### config.mk
export PLATFORM = sky130hd
export DESIGN_NAME = relay_control
export DESIGN_NICKNAME = d
export VERILOG_FILES = /design/src/relay_pkg.sv /design/src/inst_classifier.sv /design/src/state_sequencer.sv /design/src/control_decode.sv /design/src/relay_control.sv
export SDC_FILE = /design/constraint.sdc
export NUM_CORES = 1
export LEC_CHECK = 0
export ABC_CLOCK_PERIOD_IN_PS = 2200
export BUFFER_PORTS_ARGS = -buffer_cell sky130_fd_sc_hd__buf_4
export CAP_MARGIN = 20
export CORE_MARGIN = 2
export CORE_UTILIZATION = 39
export CTS_CLUSTER_SIZE = 30
export DETAILED_ROUTE_END_ITERATION = 10
export PLACE_DENSITY = 0.61
export SYNTH_ARGS = -nofsm -noshare
export SYNTH_HDL_FRONTEND = slang
export SYNTH_SLANG_ARGS = --single-unit
### constraint.sdc
create_clock -name clk -period 2.2 [get_ports clk]
set_input_delay 0.22 -clock clk [delete_from_list [all_inputs] [get_ports clk]]
set_output_delay 0.22 -clock clk [all_outputs]
set_load 0.02 [all_outputs]
### src/relay_pkg.sv
//**************************************************************************
// shared definitions for the relay computer control unit: state count,
// class and register codes, opcodes, instruction word views, lengths
//**************************************************************************
package relay_pkg;

	localparam int num_states = 24;

	// instruction lengths in timing states
	localparam int len_short = 8; // mov8, setab, alu
	localparam int len_mem = 12; // mem, mov16, return
	localparam int len_inc = 14;
	localparam int len_goto = 24;

	// class prefixes taken from the top of the instruction byte
	localparam logic [1:0] pfx_mov8 = 2'b00;
	localparam logic [1:0] pfx_setab = 2'b01;
	localparam logic [1:0] pfx_goto = 2'b11;
	localparam logic [3:0] pfx_alu = 4'b1000;
	localparam logic [3:0] pfx_mem = 4'b1001;
	localparam logic [3:0] pfx_mov16 = 4'b1010;
	localparam logic [3:0] pfx_inc = 4'b1011;

	localparam logic [7:0] op_halt = 8'hAE; // both inside the mov16 class
	localparam logic [7:0] op_return = 8'hAA;

	localparam logic [2:0] alu_nop = 3'b111;

	typedef enum logic [2:0] {
		mov8,
		setab,
		goto_op,
		alu,
		mem,
		mov16,
		inc
	} inst_class_t;

	typedef enum logic [2:0] {
		a,
		b,
		c,
		d,
		m1,
		m2,
		x,
		y
	} reg_code_t;

	typedef struct packed {
		logic [1:0] cls;
		reg_code_t dst;
		reg_code_t src;
	} mov8_view_t;

	typedef struct packed {
		logic [1:0] cls;
		logic dst_b;
		logic [4:0] imm;
	} setab_view_t;

	typedef struct packed {
		logic [3:0] cls;
		logic dst_d;
		logic [2:0] func;
	} alu_view_t;

	typedef struct packed {
		logic [3:0] cls;
		logic store;
		logic unused;
		logic [1:0] rsel; // a to d only
	} mem_view_t;

	typedef struct packed {
		logic [3:0] cls;
		logic to_xy;
		logic from_j;
		logic [1:0] unused;
	} mov16_view_t;

	typedef struct packed {
		logic [1:0] cls;
		logic to_j;
		logic c_sign;
		logic c_carry;
		logic c_zero;
		logic c_nonzero;
		logic call;
	} goto_view_t;

	// one instruction byte, one view per field layout
	typedef union packed {
		mov8_view_t as_mov8;
		setab_view_t as_setab;
		alu_view_t as_alu;
		mem_view_t as_mem;
		mov16_view_t as_mov16;
		goto_view_t as_goto;
	} inst_word_t;

endpackage

### src/inst_classifier.sv
//**************************************************************************
// instruction register with class decode and field extraction
//**************************************************************************
module inst_classifier (
	input logic clk,
	input logic arst_n,
	input logic ld_inst,
	input logic [7:0] data_in,
	output relay_pkg::inst_word_t inst,
	output relay_pkg::inst_class_t inst_class
);
	import relay_pkg::*;

	// instruction register, loaded from the bus during state 2
	always_ff @(posedge clk or negedge arst_n)
	begin
		if (!arst_n)
		begin
			inst <= '0; // mov8 a to a
		end
		else if (ld_inst)
		begin
			inst <= data_in;
		end
	end

	// two-bit prefixes first, then the 10xx group
	always_comb
	begin
		inst_class = mov8;
		case (inst.as_mov8.cls)
			pfx_mov8:
				inst_class = mov8;
			pfx_setab:
				inst_class = setab;
			pfx_goto:
				inst_class = goto_op;
			default:
			begin
				case (inst.as_alu.cls)
					pfx_alu:
						inst_class = alu;
					pfx_mem:
						inst_class = mem;
					pfx_mov16:
						inst_class = mov16;
					pfx_inc:
						inst_class = inc;
					default:
						inst_class = mov8;
				endcase
			end
		endcase
	end

endmodule

### src/state_sequencer.sv
//**************************************************************************
// one-hot timing-state sequencer with end-of-instruction wrap and halt latch
//**************************************************************************
module state_sequencer (
	input logic clk,
	input logic arst_n,
	input relay_pkg::inst_word_t inst,
	input relay_pkg::inst_class_t inst_class,
	output logic [relay_pkg::num_states-1:0] state
);
	import relay_pkg::*;

	logic halt_q;
	logic is_halt;
	logic at_end;
	logic [num_states-1:0] state_next;

	assign is_halt = (inst == op_halt);

	// last state of the current instruction
	always_comb
	begin
		case (inst_class)
			mov8, setab, alu:
				at_end = state[len_short-1];
			mem, mov16:
				at_end = state[len_mem-1]; // return and halt share this
			inc:
				at_end = state[len_inc-1];
			goto_op:
				at_end = state[len_goto-1];
			default:
				at_end = state[len_short-1];
		endcase
	end

	always_comb
	begin
		if (halt_q)
		begin
			state_next = state; // parked in state 10
		end
		else if (at_end)
		begin
			state_next = num_states'(1);
		end
		else
		begin
			state_next = {state[num_states-2:0], 1'b0};
		end
	end

	always_ff @(posedge clk or negedge arst_n)
	begin
		if (!arst_n)
		begin
			state <= num_states'(1); // fetch
		end
		else
		begin
			state <= state_next;
		end
	end

	// set when leaving state 9 on a halt opcode
	always_ff @(posedge clk or negedge arst_n)
	begin
		if (!arst_n)
		begin
			halt_q <= 1'b0;
		end
		else if (state[8] && is_halt)
		begin
			halt_q <= 1'b1;
		end
	end

endmodule

### src/control_decode.sv
//**************************************************************************
// strobe generation from the timing state and the decoded instruction
//**************************************************************************
module control_decode (
	input logic [relay_pkg::num_states-1:0] state,
	input relay_pkg::inst_word_t inst,
	input relay_pkg::inst_class_t inst_class,
	input logic zero,
	input logic carry,
	input logic sign,
	output logic [7:0] reg_load,
	output logic [7:0] reg_select,
	output logic ld_inst,
	output logic ld_inc,
	output logic ld_pc,
	output logic ld_xy,
	output logic ld_j1,
	output logic ld_j2,
	output logic ld_cond,
	output logic sel_pc,
	output logic sel_inc,
	output logic sel_m,
	output logic sel_j,
	output logic sel_xy,
	output logic mem_read,
	output logic mem_write,
	output logic data_drive,
	output logic halt,
	output logic [2:0] alu_func,
	output logic [7:0] data_out
);
	import relay_pkg::*;

	logic [num_states:1] s; // s[n] is timing state n
	logic cond_set;
	logic branch_taken;

	assign s = state;

	assign cond_set = inst.as_goto.c_sign | inst.as_goto.c_carry |
		inst.as_goto.c_zero | inst.as_goto.c_nonzero;

	// unconditional when no condition bit is set
	assign branch_taken = !cond_set ||
		(inst.as_goto.c_sign && sign) ||
		(inst.as_goto.c_carry && carry) ||
		(inst.as_goto.c_zero && zero) ||
		(inst.as_goto.c_nonzero && !zero);

	always_comb
	begin
		reg_load = '0;
		reg_select = '0;
		ld_inst = 1'b0;
		ld_inc = 1'b0;
		ld_pc = 1'b0;
		ld_xy = 1'b0;
		ld_j1 = 1'b0;
		ld_j2 = 1'b0;
		ld_cond = 1'b0;
		sel_pc = 1'b0;
		sel_inc = 1'b0;
		sel_m = 1'b0;
		sel_j = 1'b0;
		sel_xy = 1'b0;
		mem_read = 1'b0;
		mem_write = 1'b0;
		data_drive = 1'b0;
		halt = 1'b0;
		alu_func = alu_nop;
		data_out = '0;

		// fetch, common to every instruction
		if (s[1] || s[2] || s[3])
		begin
			sel_pc = 1'b1;
			mem_read = 1'b1;
		end
		if (s[2])
		begin
			ld_inst = 1'b1;
			ld_inc = 1'b1;
		end
		if (s[5])
		begin
			sel_inc = 1'b1; // pc step
			ld_pc = 1'b1;
		end

		case (inst_class)
			mov8:
			begin
				if (s[5] || s[6])
					reg_select[inst.as_mov8.src] = 1'b1;
				if (s[5])
					reg_load[inst.as_mov8.dst] = 1'b1;
			end
			alu:
			begin
				if (s[4] || s[5] || s[6])
					alu_func = inst.as_alu.func;
				if (s[5])
					reg_load[inst.as_alu.dst_d ? d : a] = 1'b1;
			end
			setab:
			begin
				if (s[4] || s[5] || s[6])
				begin
					data_out = {{3{inst.as_setab.imm[4]}}, inst.as_setab.imm};
					data_drive = 1'b1;
				end
				if (s[5])
				begin
					ld_cond = 1'b1;
					reg_load[inst.as_setab.dst_b ? b : a] = 1'b1;
				end
			end
			mem:
			begin
				if (s[8] || s[9] || s[10])
				begin
					sel_m = 1'b1; // address from m
					if (inst.as_mem.store)
						reg_select[{1'b0, inst.as_mem.rsel}] = 1'b1;
					else
						mem_read = 1'b1;
				end
				if (s[9])
				begin
					if (inst.as_mem.store)
						mem_write = 1'b1;
					else
						reg_load[{1'b0, inst.as_mem.rsel}] = 1'b1;
				end
			end
			mov16:
			begin
				if (inst == op_halt)
				begin
					if (s[8] || s[9])
					begin
						data_out = 8'h00;
						data_drive = 1'b1;
					end
					if (s[9] || s[10])
						halt = 1'b1; // sequencer parks in state 10
				end
				else if (inst == op_return)
				begin
					if (s[8])
					begin
						sel_xy = 1'b1;
						ld_pc = 1'b1;
					end
				end
				else if (s[8])
				begin
					if (inst.as_mov16.from_j)
						sel_j = 1'b1;
					else
						sel_m = 1'b1;
					if (inst.as_mov16.to_xy)
						ld_xy = 1'b1;
					else
						ld_pc = 1'b1;
				end
			end
			inc:
			begin
				if (s[8])
				begin
					sel_xy = 1'b1;
					ld_inc = 1'b1;
				end
				if (s[11])
				begin
					sel_inc = 1'b1;
					ld_xy = 1'b1;
				end
			end
			goto_op:
			begin
				// two address bytes follow the opcode
				if (s[8] || s[9] || s[10] || s[15] || s[16] || s[17])
				begin
					sel_pc = 1'b1;
					mem_read = 1'b1;
				end
				if (s[9] || s[16])
					ld_inc = 1'b1;
				if (s[9])
				begin
					if (inst.as_goto.to_j)
						ld_j1 = 1'b1;
					else
						reg_load[m1] = 1'b1;
				end
				if (s[16])
				begin
					if (inst.as_goto.to_j)
						ld_j2 = 1'b1;
					else
						reg_load[m2] = 1'b1;
				end
				if (s[12] || s[19])
				begin
					sel_inc = 1'b1;
					ld_pc = 1'b1;
				end
				if (s[19] && inst.as_goto.call)
					ld_xy = 1'b1; // return address
				if (s[22] && branch_taken)
				begin
					sel_j = 1'b1;
					ld_pc = 1'b1;
				end
			end
			default:
			begin
				alu_func = alu_nop;
			end
		endcase
	end

endmodule

### src/relay_control.sv
//**************************************************************************
// relay computer control unit top level
//**************************************************************************
module relay_control (
	input logic clk,
	input logic arst_n,
	input logic [7:0] data_in,
	input logic zero,
	input logic carry,
	input logic sign,
	output logic [7:0] reg_load,
	output logic [7:0] reg_select,
	output logic ld_inc,
	output logic ld_pc,
	output logic ld_xy,
	output logic ld_j1,
	output logic ld_j2,
	output logic ld_cond,
	output logic sel_pc,
	output logic sel_inc,
	output logic sel_m,
	output logic sel_j,
	output logic sel_xy,
	output logic mem_read,
	output logic mem_write,
	output logic data_drive,
	output logic halt,
	output logic [2:0] alu_func,
	output logic [7:0] data_out
);
	import relay_pkg::*;

	logic ld_inst;
	inst_word_t inst;
	inst_class_t inst_class;
	logic [num_states-1:0] state;

	inst_classifier u_classifier (
		.clk(clk),
		.arst_n(arst_n),
		.ld_inst(ld_inst),
		.data_in(data_in),
		.inst(inst),
		.inst_class(inst_class)
	);

	state_sequencer u_sequencer (
		.clk(clk),
		.arst_n(arst_n),
		.inst(inst),
		.inst_class(inst_class),
		.state(state)
	);

	control_decode u_decode (
		.state(state),
		.inst(inst),
		.inst_class(inst_class),
		.zero(zero),
		.carry(carry),
		.sign(sign),
		.reg_load(reg_load),
		.reg_select(reg_select),
		.ld_inst(ld_inst),
		.ld_inc(ld_inc),
		.ld_pc(ld_pc),
		.ld_xy(ld_xy),
		.ld_j1(ld_j1),
		.ld_j2(ld_j2),
		.ld_cond(ld_cond),
		.sel_pc(sel_pc),
		.sel_inc(sel_inc),
		.sel_m(sel_m),
		.sel_j(sel_j),
		.sel_xy(sel_xy),
		.mem_read(mem_read),
		.mem_write(mem_write),
		.data_drive(data_drive),
		.halt(halt),
		.alu_func(alu_func),
		.data_out(data_out)
	);

endmodule

==> impl_metrics.sql, run 1 <==
INSERT INTO impl_metrics (metric_group, metric, value, unit) VALUES
('detailed_routing', 'wire_per_inst', '17.2', 'um'),
('synthesis', 'synth_compound_gate_area_share', '32.0', '%'),
('clock_tree', 'ctsLongestPathBuffers', '2', ''),
('power_and_ir_drop', 'pwr-share-comb', '2.9', '%'),
('placement', 'numPortBuffers', '54', ''),
('sta', 'layout_min_cycle_time', '2130', 'ps'),
('critical_path', 'setup.worst_path.class', 'flop to output pin', ''),
('synthesis', 'netlist.top_cell.by_area', 'dfrtp_1', ''),
('power_and_ir_drop', 'power.switching_fraction', '22.1', '%'),
('synthesis', 'syn-mean-instance-area', '9.25', 'um^2'),
('clock_tree', 'numCtsBuffers', '5', ''),
('clock_tree', 'worst_skew_pair.late_latency', '280', 'ps'),
('synthesis', 'post_synth_instance_area', '2260', 'um^2'),
('synthesis', 'synth-warning-count', '0', ''),
('critical_path', 'timing.rr.start', 'u_classifier.inst[6]', ''),
('power_and_ir_drop', 'power.sequential.fraction', '56.2', '%'),
('power_and_ir_drop', 'p_leak', '1.21', 'nW'),
('die', 'row_count', '27', ''),
('placement', 'gp_congestion', '0.878', ''),
('worst_hold_path', 'holdCritStartpoint', 'data_in[2]', ''),
('sta', 'clock_skew', '7.76', 'ps'),
('synthesis', 'post_synth_main_area_contributors', 'dfrtp_1 (35%), o31ai_2 (11%), a32oi_1 (8.1%), inv_1 (4.2%), mux2_2 (3.0%)', ''),
('global_route', 'grt_max_degree', '34', ''),
('sta', 'report.final.hold_viol_count', '0', ''),
('synthesis', 'post_synth_and_or_nand_nor_area_fraction', '16.9', '%'),
('layout', 'finish.net_count', '310', ''),
('global_route', 'grt_first_pass_wirelength', '10.1', 'mm'),
('power_and_ir_drop', 'p_int', '0.000840', 'W'),
('synthesis', 'synthesis.nets', '257', ''),
('power_and_ir_drop', 'ir_drop', '0.209', 'mV'),
('critical_path', 'cp.required', '1980', 'ps'),
('placement', 'pre_cts_ws', '252', 'ps'),
('global_route', 'global_route.overflow_total', '0', ''),
('clock_tree', 'cts_max_level', '2', ''),
('synthesis', 'post_synth_fa_ha_maj_area_fraction', '0', '%'),
('critical_path', 'crit_path_max_fanout', '7', ''),
('sta', 'fin_worst_hold_slack', '145', 'ps'),
('detailed_routing', 'wirelength', '6.35', 'mm'),
('die', 'die_h', '80.1', 'um'),
('placement', 'post-dp-hpwl', '4.61', 'mm'),
('sta', 'finalMaxSlewViolations', '0', ''),
('global_route', 'grt.total_usage', '20.3', '%'),
('synthesis', 'unique_cell_type_count_in_the_yosys_netlist', '49', ''),
('status', 'run_status', 'finished clean', ''),
('layout', 'final_layout_size_suffix_gt1_share', '40.9', '%'),
('synthesis', 'cells_after_synthesis', '244', ''),
('layout', 'inserted_diodes', '0', ''),
('critical_path', 'start_kind', 'flop', ''),
('synthesis', 'largest_family_of_logic_cells_by_synthesized_area', 'compound AO/OA/AOI/OAI gates', ''),
('worst_hold_path', 'min-delay-path-class', 'input pin to flop', ''),
('detailed_routing', 'detailedRoute.firstIterationViolations', '105', ''),
('die', 'floorplan.die_area', '6410', 'um^2'),
('die', 'initial_utilization', '40.7', '%'),
('sta', 'fin_tns_setup', '0', 'ps'),
('synthesis', 'synth.ff_latch_count', '33', ''),
('sta', 'setup_repair_after_global_routing_missed_its_margin', 'no', ''),
('die', 'ios', '55', ''),
('synthesis', 'synth_top_cell_area_share', '35.5', '%'),
('detailed_routing', 'final_antenna_net_count', '0', ''),
('synthesis', 'synth_mux_area_share', '3.44', '%'),
('layout', 'area_delta_synth_final', '27.2', '%'),
('sta', 'final.period_utilization', '97.0', '%'),
('synthesis', 'synth_sequential_area_ratio', '36.6', '%'),
('detailed_routing', 'detail_route.first_pass.iterations', '4', ''),
('detailed_routing', 'drc', '0', ''),
('die', 'die_w', '80.1', 'um'),
('clock_tree', 'clock_tree.root_cell', 'clkbuf_8', ''),
('synthesis', 'synth-async-reset-ratio', '100', '%'),
('sta', 'timing.max_slew.rel_slack', '55.1', '%'),
('detailed_routing', 'routed_via_density', '5.71', ''),
('power_and_ir_drop', 'clockPowerShare', '40.9', '%');
[logic make-up (layout without fill, tap and decap cells)]
logic type | count (synthesis) | count (layout)
AO/OA/AOI/OAI | 82 | 82
AND/OR/NAND/NOR | 69 | 69
multiplexers | 7 | 7
flip-flops | 33 | 33
buffers and inverters | 52 | 106
XOR/XNOR | 1 | 1
[cells in the mapped netlist, types with 2 or more instances]
library cell   n
a31oi_1        3
inv_1         25
dfrtp_1       32
o211ai_1       3
buf_4          5
buf_2          3
o21ai_0        7
nand2b_1       5
and2_1         7
o31ai_1        5
nor4b_1        2
clkbuf_1      16
o31ai_2       19
nand2_1       15
mux2_2         6
nand3_1        6
a32oi_1       21
o221ai_1       2
or3b_2         2
nor3_1         5
nand3b_1       2
a21oi_1        6
nor2b_1        4
buf_6          3
nor2_1        11
o32ai_1        6
[cells in the final DEF (no fill, tap or decap), types with 4 or more instances in the layout]
cell,synthesis,routed
buf_4,5,72
mux2_2,6,6
nand2b_1,5,5
o31ai_2,19,20
inv_1,25,25
and2_1,7,7
nand2_1,15,15
nor2_1,11,11
a21oi_1,6,6
clkbuf_8,0,5
o32ai_1,6,6
o31ai_1,5,4
nand3_1,6,6
a32oi_1,21,21
o21ai_0,7,7
dfrtp_1,32,29
[routing by layer]
| metal | vias up | wire length, um | GRT usage (%) |
|---|---|---|---|
| met2 | 49 | 3180 | 33.0 |
| met5 | - | 0 | 0 |
| met1 | 1040 | 2790 | 27.3 |
| li1 | 1015 | - | - |
| met3 | 7 | 306 | 3.93 |
| met4 | 0 | 67 | 5.76 |
[cell type report]
| cell class | count | area [um^2] |
|---|---|---|
| repair buffers | 73 | 551 |
| multi-input cells | 159 | 1220 |
| clock buffers | 5 | 68.8 |
| fillers | 536 | 2670 |
| clock inverters | 3 | 17.5 |
| well taps | 72 | 90.1 |
| inverters | 25 | 93.8 |
| flip-flops and latches | 33 | 831 |
[registers in the layout (all words and copies together), names as in the netlist]
signal and count:
u_classifier.inst 8, u_sequencer.state 24, u_sequencer.halt_q 1
[stage by stage]
step	area, um^2	utilization, %	std cells
finish	2870	51.8	370
detailed placement	2720	49.0	357
CTS	2820	50.9	366
global placement	2720	49.0	357
global route	2870	51.8	370
floorplan	2260	-	244
[power groups by stage]
stage	combinational, W	clock [W]	sequential (W)
2_1_floorplan	0.00000174	0	0.000618
3_3_place_gp	0.0000309	0	0.000618
3_5_place_dp	0.0000310	0	0.000618
4_1_cts	0.0000325	0.000458	0.000606
5_1_grt	0.0000359	0.000485	0.000606
6_report	0.0000315	0.000441	0.000607
[worst paths after layout]
path	endpoint	slack, ps	cells after the start
min in group asynchronous	u_sequencer.state[21]	420	2
max in group asynchronous	u_sequencer.state[0]	1440	2
worst max register to register	u_sequencer.state[0]	340	4
worst max-delay path	reg_load[0]	70	5
worst min register to register	u_sequencer.state[17]	510	2
worst min-delay path	u_classifier.inst[2]	150	3
[worst max-delay path, cell delays in order (launching register included)]
cell and delay [ps]:
dfrtp_2 450, buf_4 170, and4bb_2 340, nand3b_1 210
o31ai_1 290, buf_4 180
[what timing repair did]
action                                  4_1_cts  5_1_grt
endpoints found under the hold margin        32        0
hold buffers                                  1        0
pin swaps                                     0        3
setup buffers                                 0        4
endpoints found under the setup margin        4       14
gates resized for setup                       2        6
No activity file was read; power rests on OpenSTA's default activity.
==> run 2, diff against run 1 <==
Settings changed: ABC_CLOCK_PERIOD_IN_PS 2200 to 1850, BUFFER_PORTS_ARGS -buffer_cell sky130_fd_sc_hd__buf_4 to default, DONT_BUFFER_PORTS from default to 1, PLACE_DENSITY 0.61 to 0.55.
Clock period 2.2 ns to 1.85 ns, I/O delays scaled along.
==> impl_metrics.sql, run 2 (synthesis gave the netlist of run 1 again) <==
INSERT INTO impl_metrics (metric_group, metric, value, unit) VALUES
('detailed_routing', 'wirelength', '6.69', 'mm'),
('global_route', 'grt_first_pass_wirelength', '10.6', 'mm'),
('detailed_routing', 'routed_via_density', '6.02', ''),
('critical_path', 'reg2reg_setup_slack', '40', 'ps'),
('layout', 'inserted_diodes', '0', ''),
('sta', 'final.period_utilization', '106', '%'),
('layout', 'post-route-util', '54.4', '%'),
('global_route', 'global_route.overflow_total', '0', ''),
('layout', 'final_layout_size_suffix_gt1_share', '47.9', '%'),
('layout', 'largest_register', 'u_sequencer.state', ''),
('layout', 'sequential_cell_area', '831', 'um^2'),
('die', 'core-area', '5540', 'um^2'),
('sta', 'timing.max_slew.rel_slack', '63.8', '%'),
('placement', 'numPortBuffers', '0', ''),
('layout', 'area_delta_synth_final', '33.6', '%'),
('die', 'die_w', '80.1', 'um'),
('clock_tree', 'ctsLongestPathBuffers', '2', ''),
('sta', 'setup_viol_count_final', '12', ''),
('clock_tree', 'cts_max_level', '2', ''),
('critical_path', 'crit_arrival', '1780', 'ps'),
('placement', 'post-dp-hpwl', '4.53', 'mm'),
('global_route', 'grt.total_usage', '21.1', '%'),
('layout', 'largest_register_ff_count', '24', ''),
('critical_path', 'setup.worst_path.class', 'flop to output pin', ''),
('worst_hold_path', 'min-delay-path-class', 'input pin to flop', ''),
('critical_path', 'reg2regPathDepth', '6', ''),
('die', 'ios', '55', ''),
('layout', 'total_of_fill_cells_in_the_finished_design', '512', ''),
('power_and_ir_drop', 'p_int', '0.000989', 'W'),
('power_and_ir_drop', 'pwr-share-comb', '1.8', '%'),
('layout', 'multiInputGateArea', '1370', 'um^2'),
('critical_path', 'r2r-end', 'u_sequencer.state[22]', ''),
('sta', 'clock_skew', '5.72', 'ps'),
('layout', 'most-common-layout-cells', 'buf_4 (56), dfrtp_1 (29), inv_1 (25)', ''),
('global_route', 'grt_max_degree', '34', ''),
('clock_tree', 'worst_skew_pair.late_latency', '290', 'ps'),
('clock_tree', 'cts_tree', 'done', ''),
('status', 'failed_checks', 'negative setup slack', ''),
('layout', 'largest_registers', 'u_sequencer.state x24, u_classifier.inst x8, u_sequencer.halt_q x1', ''),
('die', 'row_count', '27', ''),
('status', 'run_status', 'finished with violations', ''),
('die', 'initial_utilization', '40.7', '%'),
('detailed_routing', 'wire_per_inst', '18.5', 'um'),
('sta', 'fmax', '508', 'MHz'),
('sta', 'layout_min_cycle_time', '1970', 'ps'),
('detailed_routing', 'detailedRoute.firstIterationViolations', '107', ''),
('critical_path', 'crit_path_end_kind', 'output pin', ''),
('detailed_routing', 'drc', '0', ''),
('critical_path', 'start_kind', 'flop', ''),
('clock_tree', 'cts_num_sinks', '33', ''),
('flow_run', 'cap_viol_max_count', '0', ''),
('placement', 'placed_cells_incl_taps', '335', ''),
('sta', 'finalMaxSlewViolations', '0', ''),
('die', 'die_h', '80.1', 'um'),
('critical_path', 'timing.rr.start', 'u_classifier.inst[4]', ''),
('sta', 'report.final.hold_viol_count', '0', ''),
('critical_path', 'timing.critical_path.from', 'u_classifier.inst[7]', ''),
('critical_path', 'crit_path_max_fanout', '8', ''),
('sta', 'post-route-worst-setup-slack', '-117', 'ps'),
('power_and_ir_drop', 'power.switching_fraction', '22.6', '%'),
('global_route', 'grt_pass1_vias', '2069', ''),
('die', 'floorplan.die_area', '6410', 'um^2'),
('clock_tree', 'clock_tree.root_cell', 'clkbuf_8', ''),
('placement', 'gp_congestion', '0.876', ''),
('power_and_ir_drop', 'total_power', '0.00128', 'W'),
('power_and_ir_drop', 'clockPowerShare', '41.7', '%'),
('power_and_ir_drop', 'p_switching', '0.000288', 'W'),
('detailed_routing', 'detail_route.first_pass.iterations', '5', ''),
('power_and_ir_drop', 'cellPowerDensity', '424', 'nW/um^2'),
('power_and_ir_drop', 'power.sequential.fraction', '56.4', '%'),
('sta', 'fin_worst_hold_slack', '16.8', 'ps'),
('clock_tree', 'numCtsBuffers', '5', ''),
('sta', 'setup_repair_after_global_routing_missed_its_margin', 'yes', ''),
('layout', 'final_common_cell', 'buf_4', ''),
('clock_tree', 'clock_edge_transition_at_the_registers_on_the_reported_setup_and_hold_paths', '70', 'ps'),
('power_and_ir_drop', 'ir_drop', '0.226', 'mV'),
('sta', 'max_slew.worst_pin.slew', '541', 'ps'),
('layout', 'finish.cell_count_without_fillers', '362', ''),
('critical_path', 'cp.required', '1660', 'ps'),
('power_and_ir_drop', 'p_leak', '1.22', 'nW'),
('critical_path', 'worst_setup_path_endpoint', 'alu_func[0]', ''),
('detailed_routing', 'final_antenna_net_count', '0', ''),
('layout', 'finish.net_count', '302', ''),
('global_route', 'antenna_found_initial', '0', ''),
('detailed_routing', 'num_vias', '2179', '');
## run 2: cell type report
type | instances | share of cell area (%)
Sequential cell | 33 | 27.6
Multi-Input combinational cell | 159 | 45.4
Inverter | 25 | 3.11
Timing Repair Buffer | 65 | 18.3
Clock inverter | 2 | 0.332
Tap cell | 72 | 2.99
Clock buffer | 6 | 2.41
## run 2: metal layers
metal	global-route usage [%]	share of wire (%)	wire, um
met1	29.9	45	3010
met3	4.04	5.7	382
met2	32.8	48	3230
met4	6.27	1.0	69
met5	0	0	0
## run 2: power groups by stage
stage / combinational, W / clock (W) / sequential [W]
2_1_floorplan: 0.00000206 / 0 / 0.000735
3_3_place_gp: 0.00000235 / 0 / 0.000735
3_5_place_dp: 0.00000228 / 0 / 0.000735
4_1_cts: 0.0000249 / 0.000543 / 0.000721
5_1_grt: 0.0000267 / 0.000572 / 0.000721
6_report: 0.0000235 / 0.000533 / 0.000721
## run 2: timing repair
item | 4_1_cts | 5_1_grt
hold buffers | 2 | 0
buffers inserted | 7 | 10
pin swaps | 11 | 11
resized for setup | 17 | 30
setup endpoints to repair | 19 | 38
hold endpoints to repair | 33 | 0
## run 2: stage by stage
| stage | instance area, um^2 | setup slack [ps] | setup TNS (ps) |
|---|---|---|---|
| 2_1_floorplan | 2260 | 11.7 | 0 |
| 3_3_place_gp | 2580 | 150 | 0 |
| 3_5_place_dp | 2580 | 114 | 0 |
| 4_1_cts | 2800 | -69.2 | -346 |
| 5_1_grt | 3020 | -182 | -1770 |
| 6_report | 3020 | -117 | -745 |
## run 2: worst min-delay path by stage
stage / start / end / slack [ps] / depth (start not counted)
after floorplan: arst_n / u_classifier.inst[0] / -110 / 0
after CTS: data_in[2] / u_classifier.inst[2] / 20 / 2
after global placement: arst_n / u_sequencer.state[10] / -110 / 0
after detailed placement: arst_n / u_sequencer.state[6] / -110 / 0
after global routing: data_in[0] / u_classifier.inst[0] / 40 / 1
final: data_in[2] / u_classifier.inst[2] / 20 / 2
## run 2: critical path, stage by stage, from the launching register on
cell and delay [ps]:
dfrtp_2 460, buf_6 120, or3b_4 400, nor3_4 270, buf_4 170, nand2b_4 70
